File: config.mk
export PLATFORM = sky130hd
export DESIGN_NAME = board_top
export DESIGN_NICKNAME = d
export VERILOG_FILES = /design/src/board_pkg.sv /design/src/board_top.sv /design/src/data_mem.sv /design/src/io_regs.sv /design/src/led_matrix_scan.sv
export SDC_FILE = /design/constraint.sdc
export NUM_CORES = 1
export LEC_CHECK = 0
export BUFFER_PORTS_ARGS = -buffer_cell sky130_fd_sc_hd__clkbuf_2
export CAP_MARGIN = 40
export CORE_MARGIN = 1
export CORE_UTILIZATION = 49
export CTS_CLUSTER_SIZE = 28
export DETAILED_ROUTE_END_ITERATION = 7
export GPL_ROUTABILITY_DRIVEN = 0
export GPL_TIMING_DRIVEN = 1
export PLACE_DENSITY = 0.68
export SYNTH_ARGS = -nofsm -noshare
export SYNTH_HDL_FRONTEND = slang
export SYNTH_SLANG_ARGS = --single-unit
File: constraint.sdc
create_clock -name sys_clk -period 2.7 [get_ports sys_clk]
set_clock_uncertainty 0.1 [all_clocks]
set_input_delay 0.27 -clock sys_clk [delete_from_list [all_inputs] [get_ports sys_clk]]
set_output_delay 0.27 -clock sys_clk [all_outputs]
set_load 0.05 [all_outputs]
File: src/board_pkg.sv
package board_pkg;

  // bus address width, byte addressed
  localparam int addr_width = 8;

  // upper half of the address space (bit 7 set) belongs to I/O
  localparam logic [addr_width-1:0] io_led_addr  = 8'h80; // byte: led, word: lcd+led
  localparam logic [addr_width-1:0] io_lcd_addr  = 8'h81; // upper data byte
  localparam logic [addr_width-1:0] io_gpio_addr = 8'h82; // lower data byte

  // led matrix rows, one active at a time
  localparam int led_rows = 5;

endpackage

File: src/board_top.sv
module board_top #(
  parameter int          dmem_words  = 64,
  parameter int unsigned scan_period = 27000,
  parameter int unsigned gap_on      = 100,
  parameter int unsigned gap_off     = 2000
) (
  input  logic                         sys_clk,
  input  logic                         rst_n,
  input  logic [board_pkg::addr_width-1:0] mem_addr,
  input  logic                         mem_wr,
  input  logic                         mem_byt,
  input  logic [15:0]                  wr_data,
  output logic [15:0]                  rd_data,
  input  logic [15:0]                  dbg_stack,
  input  logic [7:0]                   dbg_state,
  input  logic [7:0]                   dbg_ip,
  output logic [board_pkg::led_rows-1:0]   led_row,
  output logic [7:0]                   led_col,
  output logic                         lcd_e,
  output logic                         lcd_rw,
  output logic                         lcd_rs,
  output logic [3:0]                   lcd_db,
  output logic [7:0]                   gpio
);

  logic [15:0] mem_data;
  logic [7:0]  io_led;
  logic [7:0]  io_lcd;
  logic [7:0]  io_gpio;

  data_mem #(
    .dmem_words(dmem_words)
  ) i_data_mem (
    .sys_clk  (sys_clk),
    .rst_n    (rst_n),
    .mem_addr (mem_addr),
    .mem_wr   (mem_wr),
    .mem_byt  (mem_byt),
    .wr_data  (wr_data),
    .mem_data (mem_data)
  );

  io_regs i_io_regs (
    .sys_clk  (sys_clk),
    .rst_n    (rst_n),
    .mem_addr (mem_addr),
    .mem_wr   (mem_wr),
    .mem_byt  (mem_byt),
    .wr_data  (wr_data),
    .mem_data (mem_data),
    .rd_data  (rd_data),
    .io_led   (io_led),
    .io_lcd   (io_lcd),
    .io_gpio  (io_gpio)
  );

  led_matrix_scan #(
    .scan_period (scan_period),
    .gap_on      (gap_on),
    .gap_off     (gap_off)
  ) i_led_matrix_scan (
    .sys_clk   (sys_clk),
    .rst_n     (rst_n),
    .dbg_stack (dbg_stack),
    .dbg_state (dbg_state),
    .dbg_ip    (dbg_ip),
    .io_led    (io_led),
    .led_row   (led_row),
    .led_col   (led_col)
  );

  // lcd byte layout: e, rw, rs in the low bits, 4-bit data bus on top
  assign lcd_e  = io_lcd[0];
  assign lcd_rw = io_lcd[1];
  assign lcd_rs = io_lcd[2];
  assign lcd_db = io_lcd[7:4]; // bit 3 unused

  assign gpio = io_gpio;

endmodule

File: src/data_mem.sv
module data_mem #(
  parameter int dmem_words = 64
) (
  input  logic                         sys_clk,
  input  logic                         rst_n,
  input  logic [board_pkg::addr_width-1:0] mem_addr,
  input  logic                         mem_wr,
  input  logic                         mem_byt,
  input  logic [15:0]                  wr_data,
  output logic [15:0]                  mem_data
);

  import board_pkg::*;

  localparam int idx_width = $clog2(dmem_words);

  logic [15:0]          mem [dmem_words];
  logic [idx_width-1:0] word_idx;
  logic                 wr_en;
  logic [1:0]           lane_we;
  logic [15:0]          lane_data;

  assign word_idx = mem_addr[idx_width:1]; // byte address to word index
  assign wr_en    = mem_wr && !mem_addr[addr_width-1];

  // byte writes copy the low data byte to whichever lane is addressed
  always_comb begin
    if (mem_byt) begin
      lane_we   = {mem_addr[0], ~mem_addr[0]};
      lane_data = {wr_data[7:0], wr_data[7:0]};
    end else begin
      lane_we   = 2'b11;
      lane_data = wr_data;
    end
  end

  always_ff @(posedge sys_clk) begin
    if (wr_en) begin
      if (lane_we[0])
        mem[word_idx][7:0] <= lane_data[7:0];
      if (lane_we[1])
        mem[word_idx][15:8] <= lane_data[15:8];
    end
  end

  // registered read, old word on a same-cycle write
  always_ff @(posedge sys_clk or negedge rst_n) begin
    if (!rst_n)
      mem_data <= '0;
    else
      mem_data <= mem[word_idx];
  end

endmodule

File: src/io_regs.sv
module io_regs (
  input  logic                         sys_clk,
  input  logic                         rst_n,
  input  logic [board_pkg::addr_width-1:0] mem_addr,
  input  logic                         mem_wr,
  input  logic                         mem_byt,
  input  logic [15:0]                  wr_data,
  input  logic [15:0]                  mem_data,
  output logic [15:0]                  rd_data,
  output logic [7:0]                   io_led,
  output logic [7:0]                   io_lcd,
  output logic [7:0]                   io_gpio
);

  import board_pkg::*;

  logic [addr_width-1:0] mem_addr_d;
  logic                  sel_led_lcd;
  logic                  sel_gpio;
  logic                  sel_io;

  // write decode
  always_ff @(posedge sys_clk or negedge rst_n) begin
    if (!rst_n) begin
      io_led  <= '0;
      io_lcd  <= '0;
      io_gpio <= '0;
    end else if (mem_wr) begin
      case (mem_addr)
        io_led_addr: begin
          if (mem_byt) begin
            io_led <= wr_data[7:0];
          end else begin
            io_lcd <= wr_data[15:8]; // word write covers both bytes
            io_led <= wr_data[7:0];
          end
        end
        io_lcd_addr:  io_lcd  <= wr_data[15:8];
        io_gpio_addr: io_gpio <= wr_data[7:0];
        default: ;
      endcase
    end
  end

  // address lines up with the registered memory word
  always_ff @(posedge sys_clk or negedge rst_n) begin
    if (!rst_n)
      mem_addr_d <= '0;
    else
      mem_addr_d <= mem_addr;
  end

  // bit 0 ignored, a word read covers both bytes
  assign sel_led_lcd = mem_addr_d[addr_width-1:1] == io_led_addr[addr_width-1:1];
  assign sel_gpio    = mem_addr_d[addr_width-1:1] == io_gpio_addr[addr_width-1:1];
  assign sel_io      = mem_addr_d[addr_width-1];

  always_comb begin
    if (sel_led_lcd)
      rd_data = {io_lcd, io_led};
    else if (sel_gpio)
      rd_data = {8'h00, io_gpio};
    else if (sel_io)
      rd_data = 16'h0000; // unmapped io
    else
      rd_data = mem_data;
  end

endmodule

File: src/led_matrix_scan.sv
module led_matrix_scan #(
  parameter int unsigned scan_period = 27000,
  parameter int unsigned gap_on      = 100,
  parameter int unsigned gap_off     = 2000
) (
  input  logic                       sys_clk,
  input  logic                       rst_n,
  input  logic [15:0]                dbg_stack,
  input  logic [7:0]                 dbg_state,
  input  logic [7:0]                 dbg_ip,
  input  logic [7:0]                 io_led,
  output logic [board_pkg::led_rows-1:0] led_row,
  output logic [7:0]                 led_col
);

  import board_pkg::*;

  localparam int cnt_width = $clog2(scan_period);
  localparam int row_width = $clog2(led_rows);

  localparam logic [cnt_width-1:0] last_cnt = cnt_width'(scan_period - 1);
  localparam logic [cnt_width-1:0] win_lo   = cnt_width'(gap_on);
  localparam logic [cnt_width-1:0] win_hi   = cnt_width'(scan_period - gap_off);
  localparam logic [row_width-1:0] last_row = row_width'(led_rows - 1);

  logic [cnt_width-1:0] cnt;
  logic [row_width-1:0] row_idx;
  logic                 row_on;

  // period counter
  always_ff @(posedge sys_clk or negedge rst_n) begin
    if (!rst_n)
      cnt <= '0;
    else if (cnt == last_cnt)
      cnt <= '0;
    else
      cnt <= cnt + 1'b1;
  end

  // next row at the start of each period
  always_ff @(posedge sys_clk or negedge rst_n) begin
    if (!rst_n) begin
      row_idx <= '0;
    end else if (cnt == '0) begin
      if (row_idx == last_row)
        row_idx <= '0;
      else
        row_idx <= row_idx + 1'b1;
    end
  end

  // dark gap at both ends of the period so neighbours don't ghost
  assign row_on = (cnt >= win_lo) && (cnt < win_hi);

  always_comb begin
    led_row = '1; // rows are active low
    if (row_on)
      led_row[row_idx] = 1'b0;
  end

  always_comb begin
    case (row_idx)
      3'd0:    led_col = dbg_stack[15:8];
      3'd1:    led_col = dbg_stack[7:0];
      3'd2:    led_col = dbg_state;
      3'd3:    led_col = dbg_ip;
      3'd4:    led_col = io_led;
      default: led_col = 8'h00;
    endcase
  end

endmodule

==> summary.txt, run 1 <==
Critical path
  • Crit-path cells: or4b_4 > nor3_4 > buf_6 > o21ai_2 > a21oi_4 > clkbuf_16
  • Reg-to-Reg Start: i_data_mem.mem[35][10]$_DFFE_PP_
  • End of the critical path: rd_data[0]
  • Startpoint-to-endpoint class of the critical path: flip-flop to primary output
  • Worst reg-to-reg path cell count: 5
  • CP Depth: 6
  • Register-to-Register Setup Slack: between 0.5 and 0.6 ns
  • Reg-to-reg endpoint: i_data_mem.mem_data[10]$_DFF_PN0_
  • Crit. End Element: primary output
  • Data required, critical path: roughly 2.3 ns
  • Highest fanout seen on the critical path: 5
  • Kind of cell adding the most delay to the critical path: simple AND/OR/NAND/NOR gates
  • Bufs and invs on worst path: 2
  • Data arrival, critical path: ~2.4 ns
  • Source of the critical timing path: i_io_regs.mem_addr_d[4]$_DFF_PN0_
  • Max stage delay on crit path: about 0.56 ns
  • CP Launch Type: flip-flop
  • Slowest-stage cell, CP: or4b_4

Floorplan
  • Starting Density: between 40% and 50%
  • Count of boundary I/O pins: around 100
  • Standard-cell rows: approximately 110
  • Vertical die dimension: about 300 um
  • Std-Cell Core Area: around 0.087 mm^2
  • Die outline width: 297.9 um
  • Die ar.: approximately 0.089 mm^2

Cells and area
  • Core Util, Final: 58.52%
  • Nets@finish: between 2000 and 3000
  • Signed area change from the synthesized netlist to the final layout: 18.33%
  • Leading cell types in the layout, fill and taps excluded: edfxtp_1 (1024), buf_4 (250), nor2_1 (185)
  • Fraction of final layout cells with drive strength greater than 1: 27.85%
  • Leading cell type in the layout, fill and taps excluded: edfxtp_1
  • Final Non-Filler Cells: approximately 4000
  • Number of inserted filler cells in the final layout: 6277

Power and ir drop
  • P_leak: 17.42 nW
  • Switching power: ~7.8 mW
  • Post-layout power: roughly 36 mW
  • Sequential share of power: approximately 52%
  • Combinational cell fraction of total power: 6.4%
  • Worst IR Drop VDD: between 0.4 and 0.5 mV
  • Pwr/cell area: slightly above 700 mW/mm^2
  • Fraction of power spent switching nets: between 20 and 25%
  • Design internal power: about 28 mW
  • Clock network fraction of design power: between 40% and 50%

Clock tree
  • TritonCTS clock tree: yes
  • Longest Clk Path Bufs: 3
  • Clock-pin transition on the worst setup and hold timing paths: roughly 0.060 ns
  • Number of buffers added by the clock tree synthesis step: roughly 100
  • TritonCTS sink count: between 1000 and 1500
  • Clock latency at the later pin of the worst-skew pair: roughly 0.66 ns
  • CTS Root Buffer Type: clkbuf_16
  • CTS H-tree depth: 3

Placement
  • Estimated wirelength of the detail-placed design: approximately 70000 um
  • Number of placed cells counting well taps: 3748
  • Port buffer count: ~100

STA
  • Max-slew headroom: a little under two fifths
  • Final period util: 102.7%
  • Transition time at the pin with the least slew margin: about 0.94 ns
  • Post-route worst setup slack: -0.07200 ns
  • Final critical-path required period: 2.772 ns
  • Count of pins over their slew limit: 0
  • Fmax: between 300 and 400 MHz
  • Final-report setup violation count: 8
  • Hold violation total from the final report: 0
  • Setup repair after global routing missed its margin: true

Synthesis
  • Proportion of register bits with asynchronous set or reset after synthesis: under 10%
  • Synthesis warning total: 0
  • Combined area of all synthesized cells: 0.04290 mm^2
  • Sequential area share after synthesis: around 75%
  • Number of distinct standard cells referenced by the synthesized netlist: 73
  • Gate count of the mapped netlist: approximately 2400
  • Primary FF master, synth: edfxtp_1
  • Synthesized area per cell: ~18 um^2
  • Number of nets produced by synthesis: between 2000 and 2500
  • Yosys reg bits: between 1000 and 1500
  • Count of flip-flops with a built-in enable after synthesis: 1024

Route
  • DRC errors left: 0
  • First-pass iteration count of the detailed router: 6
  • DR vias: approximately 24000
  • Post-DR wirelength/cell: approximately 28 um
  • Detailed-route vias per instance: 6.109
  • Overall routed net length: between 100000 and 150000 um
  • Iter 0 DRT Violations: 3049
  • Number of nets still failing antenna checks after routing: 0

Global routing
  • Wire length of the first global-routing pass: approximately 160000 um
  • Overflow left after global routing: 0
  • Number of antenna violations at the first check in global routing: 4
  • Largest net degree at the start of global routing: 67
  • Vias in the first global route: ~25000
  • Global-route usage over all layers: about 25%

Run
  • Max-cap violations: 0

Min path
  • Class of the worst hold path: input pin to flip-flop

Outcome
  • Outcome: complete, but fails checks
  • Violated checks: setup timing
==> layer usage <==
| metal | part of all wire (%) | GRT usage (%) |
|---|---|---|
| met1 | 40 | 34.74 |
| met2 | 48 | 39.85 |
| met3 | 9.6 | 4.893 |
| met4 | 2.5 | 7.314 |
| met5 | 0.020 | 0 |
==> how the worst min path moves through the flow <==
stage          cells past startpoint                                 end   startpoint  slack [ns]
2_1_floorplan                      0    i_data_mem.mem_data[0]$_DFF_PN0_        rst_n       -0.13
3_3_place_gp                       1  i_led_matrix_scan.cnt[5]$_DFF_PN0_        rst_n        0.27
3_5_place_dp                       1  i_led_matrix_scan.cnt[5]$_DFF_PN0_        rst_n        0.27
4_1_cts                            3     i_io_regs.io_led[6]$_DFFE_PN0P_  mem_addr[0]        0.05
5_1_grt                            3     i_io_regs.io_led[4]$_DFFE_PN0P_  mem_addr[0]        0.06
6_report                           3     i_io_regs.io_led[2]$_DFFE_PN0P_  mem_addr[0]        0.08
==> kinds of logic (layout without fill, tap and decap cells) <==
| logic type | count (synthesis) | after routing | synth area share, % |
|---|---|---|---|
| adders and majority gates | 7 | 7 | 0.2041 |
| muxes | 346 | 346 | 11.91 |
| xor gates and xnor gates | 11 | 11 | 0.2246 |
| DFF | 1089 | 1089 | 75.46 |
| other | 0 | 1 | 0 |
| buffers and inverters | 166 | 612 | 1.764 |
| and+or+nand+nor | 370 | 370 | 4.197 |
| AOI/OAI and AO/OA | 373 | 373 | 6.232 |
==> through the flow <==
stage / hold slack (ns) / setup TNS (ns) / area, um^2 / worst slack (ns)
6_report: 0.07765 / -0.2132 / 50770 / -0.07200
5_1_grt: 0.06205 / -1.065 / 50760 / -0.1349
4_1_cts: 0.05037 / -0.8181 / 50650 / -0.1142
3_5_place_dp: 0.2676 / 0 / 46640 / 0.1020
3_3_place_gp: 0.2678 / 0 / 46610 / 0.09316
2_1_floorplan: -0.1256 / 0 / 42900 / 0.2293
==> power groups by stage <==
stage | clock, mW | combinational, mW | sequential (mW)
2_1_floorplan | 0 | 1.19 | 19.1
3_3_place_gp | 0 | 2.14 | 19.1
3_5_place_dp | 0 | 2.18 | 19.1
4_1_cts | 15.0 | 2.27 | 18.7
5_1_grt | 15.6 | 2.41 | 18.7
6_report | 14.8 | 2.29 | 18.7
==> synthesized netlist by cell type, types with 5 or more instances <==
master / count / share of area, %
edfxtp_1: 1024 / 72
nor2_1: 192 / 1.7
mux2i_1: 181 / 4.2
mux4_2: 120 / 6.3
o22ai_1: 96 / 1.4
dfrtp_1: 65 / 3.8
clkbuf_1: 64 / 0.56
a221oi_1: 62 / 1.3
buf_2: 60 / 0.70
a221o_1: 58 / 1.4
nand2_1: 57 / 0.50
a21oi_1: 55 / 0.64
o21ai_0: 40 / 0.47
nand3_1: 30 / 0.35
a22oi_1: 24 / 0.42
mux2_4: 24 / 0.84
mux2_2: 20 / 0.52
inv_1: 17 / 0.15
nand2b_1: 15 / 0.22
nand4b_1: 15 / 0.31
buf_4: 13 / 0.23
nor2b_1: 10 / 0.15
buf_1: 8 / 0.070
o21ai_1: 8 / 0.093
xor2_1: 8 / 0.16
ha_1: 7 / 0.20
nand4_1: 5 / 0.073
nor3_1: 5 / 0.058
or3_1: 5 / 0.073
==> final cells by class <==
class / instances / area, um^2 / area share (%)
sequential: 1089 / 32390 / 63.79
multi-input combinational: 1107 / 9978 / 19.66
timing repair buffer: 397 / 3364 / 6.627
clock buffer: 122 / 2775 / 5.467
tap: 1155 / 1445 / 2.847
clock inverter: 73 / 737.0 / 1.452
inverter: 20 / 77.57 / 0.1528
antenna: 1 / 2.502 / 0.004929
==> sequential cells by signal, summed over array words and instances, names as in the netlist <==
name / flops
i_io_regs.io_gpio: 8
i_data_mem.mem: 1024
i_io_regs.mem_addr_d: 7
i_data_mem.mem_data: 16
i_io_regs.io_led: 8
i_io_regs.io_lcd: 8
i_led_matrix_scan.cnt: 15
i_led_matrix_scan.row_idx: 3
==> tightest hold or removal path: cells and delay by family <==
family        cells  cell delay, ns
simple gates      1            0.13
mux               1            0.21
buf+inv           1            0.20
==> repair_timing <==
| item | in CTS | in global routing |
|---|---|---|
| buffers inserted | 1 | 4 |
| hold buffers | 16 | 0 |
| endpoints found under the setup margin | 29 | 30 |
| pin swaps | 12 | 11 |
| gates cloned | 1 | 0 |
| endpoints found under the hold margin | 39 | 0 |
| gates resized for setup | 100 | 47 |
(Power assumes the default switching activity.)
==> run 2: changes to the inputs <==
CORE_UTILIZATION = 45   (was 49)
GPL_ROUTABILITY_DRIVEN = default   (was 0)
PLACE_DENSITY = 0.64   (was 0.68)
SYNTH_HIERARCHICAL = 1   (was default)
==> run 2 against run 1 <==
Effect of this change:
- the run still ends with setup timing left
- critical path depth did not move
- global-route usage rose by 3.0 points
- sequential power barely moved
- via count rose by 15%
- combinational power rose by 17%
- count of clock-buffer cells in the layout rose by 15
- worst setup slack improved by 0.016 ns
- cell count rose by 11%
- core utilization fell by 3.8 points
- synthesized cell count rose by 11%
- largest cell class unchanged
- largest power group unchanged
==> summary.txt, run 2 <==
Route
  • Number of nets still failing antenna checks after routing: 0 (unchanged)
  • DRC errors left: 0 (unchanged)
  • Post-DR wirelength/cell: 30.95 um (+12%)
  • Overall routed net length: 136400 um (+24%)
  • Detailed-route vias per instance: 6.330 (+3.6%)
  • Iter 0 DRT Violations: 3638 (+19%)
  • DR vias: 27889 (+15%)
  • First-pass iteration count of the detailed router: 5 (-1)

Global routing
  • M2 GR Usage: 44.38% (+4.5 points)
  • Met1 demand-to-capacity share in global routing: 37.12% (+2.4 points)
  • Met3 Track Usage GR: 6.445% (+1.6 points)
  • Vias in the first global route: 27559 (+12%)
  • Largest net degree at the start of global routing: 67 (unchanged)
  • Wire length of the first global-routing pass: 196100 um (+20%)
  • Number of antenna violations at the first check in global routing: 2 (-2)
  • Global route hottest layer: met2
  • Global-route usage over all layers: 27.90% (+3.0 points)
  • Overflow left after global routing: 0 (unchanged)

Floorplan
  • Die ar.: 0.09679 mm^2 (+9.1%)
  • Vertical die dimension: 311.1 um (+4.4%)
  • Die outline width: 311.1 um (+4.4%)
  • Std-Cell Core Area: 0.09487 mm^2 (+9.4%)
  • Standard-cell rows: 113 (+4.6%)
  • Count of boundary I/O pins: 104 (unchanged)
  • Starting Density: 45.32% (-4.1 points)

Cells and area
  • Signed area change from the synthesized netlist to the final layout: 20.68%
  • Largest registers: i_data_mem/mem: 1024 flops, i_data_mem/mem_data: 16 flops, i_led_matrix_scan/cnt: 15 flops
  • Max reg flops: 1024 (unchanged)
  • Leading cell types in the layout, fill and taps excluded: edfxtp_1 (1024), buf_4 (351), nor2_1 (230)
  • Most flops, register: i_data_mem/mem
  • Leading cell type in the layout, fill and taps excluded: edfxtp_1
  • Core Util, Final: 54.70% (-3.8 points)
  • Fraction of final layout cells with drive strength greater than 1: 26.04% (-1.8 points)
  • Final Non-Filler Cells: 4406 (+11%)
  • Antenna cells: 0 (-1)
  • Nets@finish: 3123 (+12%)
  • Post-route design area: 0.05189 mm^2 (+2.2%)
  • Number of inserted filler cells in the final layout: 7410 (+18%)

Min path
  • Class of the worst hold path: input pin to async pin

Clock tree
  • CTS H-tree depth: 3 (unchanged)
  • Clock-pin transition on the worst setup and hold timing paths: 0.06 ns (about the same)
  • TritonCTS clock tree: yes
  • TritonCTS sink count: 1089 (unchanged)
  • CTS Root Buffer Type: clkbuf_16
  • Longest Clk Path Bufs: 3 (unchanged)
  • Clock latency at the later pin of the worst-skew pair: 0.71 ns (+0.05 ns)
  • Number of buffers added by the clock tree synthesis step: 106 (+2.9%)

Power and ir drop
  • P_leak: 17.67 nW (+1.4%)
  • Worst IR Drop VDD: 0.6356 mV (+34%)
  • Post-layout power: 36.91 mW (+3.0%)
  • Pwr/cell area: 711.3 mW/mm^2 (+0.74%)

Placement
  • Port buffer count: 103 (unchanged)
  • Routability-driven placement congestion ratio: around 0.96
  • Cell area after placement: 0.04763 mm^2 (+2.1%)
  • Number of placed cells counting well taps: 4185 (+12%)
  • Worst setup slack before clock tree synthesis: -0.3747 ns (-0.4767 ns)
  • Estimated wirelength of the detail-placed design: 88570 um (+26%)

Critical path
  • Data arrival, critical path: 2.39 ns (about the same)
  • CP Launch Type: flip-flop
  • Highest fanout seen on the critical path: 5 (unchanged)
  • Register-to-Register Setup Slack: 0.32 ns (-0.27 ns)
  • Crit. End Element: primary output
  • Data required, critical path: 2.33 ns (about the same)
  • Startpoint-to-endpoint class of the critical path: flip-flop to primary output

Synthesis
  • Leading post-synthesis cells by instance count: edfxtp_1 (1024), nor2_1 (231), a22oi_1 (175), a221oi_1 (149), mux2_2 (84)
  • Number of distinct standard cells referenced by the synthesized netlist: 78 (+6.8%)
  • Synthesized area per cell: 16.39 um^2 (-9.8%)
  • Most numerous cell in the Yosys netlist: edfxtp_1
  • Proportion of register bits with asynchronous set or reset after synthesis: 5.969% (unchanged)
  • Count of flip-flops with a built-in enable after synthesis: 1024 (unchanged)
  • Synthesis warning total: 6 (+6)
  • Sequential area share after synthesis: 75.30% (-0.17 points)
  • Yosys reg bits: 1089 (unchanged)
  • Gate count of the mapped netlist: 2624 (+11%)
  • Primary FF master, synth: edfxtp_1
  • Top cells by area in the synthesized netlist: edfxtp_1 (72%), dfrtp_1 (3.8%), a22oi_1 (3.1%)
  • Yosys top cell by area: edfxtp_1
  • Combined area of all synthesized cells: 0.04300 mm^2 (+0.22%)
  • Number of nets produced by synthesis: 2691 (+11%)
  • Synth top area share: 71.51% (-0.16 points)

STA
  • Final critical-path required period: 2.756 ns (-0.01629 ns)
  • Final period util: 102.1% (-0.60 points)
  • Hold violation total from the final report: 0 (unchanged)
  • Count of pins over their slew limit: 0 (unchanged)
  • Setup repair after global routing missed its margin: true
  • Final-report setup violation count: 5 (-3)
  • Hold slack: 0.07422 ns (-0.003425 ns)
  • Post-route worst setup slack: -0.05570 ns (+0.01629 ns)
  • Fmax: 362.9 MHz (+0.59%)
  • Total negative slack for setup checks: -0.2408 ns (-0.02755 ns)
  • Max-slew headroom: 39.16% (+1.9 points)
  • Transition time at the pin with the least slew margin: 0.9107 ns (-0.03077 ns)

Outcome
  • Violated checks: setup timing
  • Outcome: complete, but fails checks

Run
  • Max-cap violations: 0 (unchanged)
-- run 2: cells by family after synthesis --
kind of cell | count (synthesis) | share of synthesized area [%]
compound gates | 668 | 11.58
xor+xnor | 12 | 0.2445
fa+ha+maj | 7 | 0.2037
buf+inv | 219 | 2.523
flops | 1089 | 75.30
mux | 182 | 5.261
simple gates | 447 | 4.889
-- run 2: critical path, stage by stage, from the launching register on --
cell and delay [ns]:
dfrtp_1 0.43, or4_4 0.52, a311oi_2 0.25, buf_4 0.18
nor4_1 0.05, nand2_1 0.11, buf_8 0.16
-- run 2: worst paths after layout --
kind / from / to / cells after the start
hold reg to reg: i_led_matrix_scan/cnt[0]$_DFF_PN0_ / i_led_matrix_scan/cnt[0]$_DFF_PN0_ / 1
setup reg to reg: i_data_mem/mem[5][11]$_DFFE_PP_ / i_data_mem/mem_data[11]$_DFF_PN0_ / 6
min in group sys_clk: mem_addr[7] / i_io_regs/mem_addr_d[7]$_DFF_PN0_ / 2
max in group asynchronous: rst_n / i_led_matrix_scan/cnt[11]$_DFF_PN0_ / 3
setup / recovery: i_led_matrix_scan/cnt[9]$_DFF_PN0_ / led_row[3] / 6
hold / removal: rst_n / i_io_regs/io_gpio[2]$_DFFE_PN0P_ / 2
-- run 2: repair_timing --
action,CTS,global route
buffers inserted,6,2
gates resized for setup,58,40
gates cloned,1,0
pin swaps,2,7
endpoints found under the hold margin,61,0
hold buffers,19,0
setup endpoints to repair,29,26
-- run 2: metal layers --
metal | wire, um | vias to the layer above
met5 | 13 | -
met4 | 5860 | 2
met3 | 15820 | 303
li1 | - | 11509
met1 | 50650 | 14178
met2 | 64030 | 1897
-- run 2: area by class of cell --
| cell class | count | area, um^2 | share of cell area, % |
|---|---|---|---|
| clock buffer | 137 | 2829 | 5.452 |
| tap | 1265 | 1583 | 3.050 |
| timing repair buffer | 517 | 4502 | 8.676 |
| multi-input combinational | 1316 | 9671 | 18.64 |
| clock inverter | 56 | 827.0 | 1.594 |
| sequential | 1089 | 32380 | 62.40 |
| inverter | 26 | 97.59 | 0.1881 |
-- run 2: report_power, final --
part	total [mW]	switching, mW	leakage, nW	internal (mW)
registers	18.7	0.0925	10.0	18.6
clock network	15.5	6.44	1.78	9.07
logic	2.67	1.80	5.86	0.868
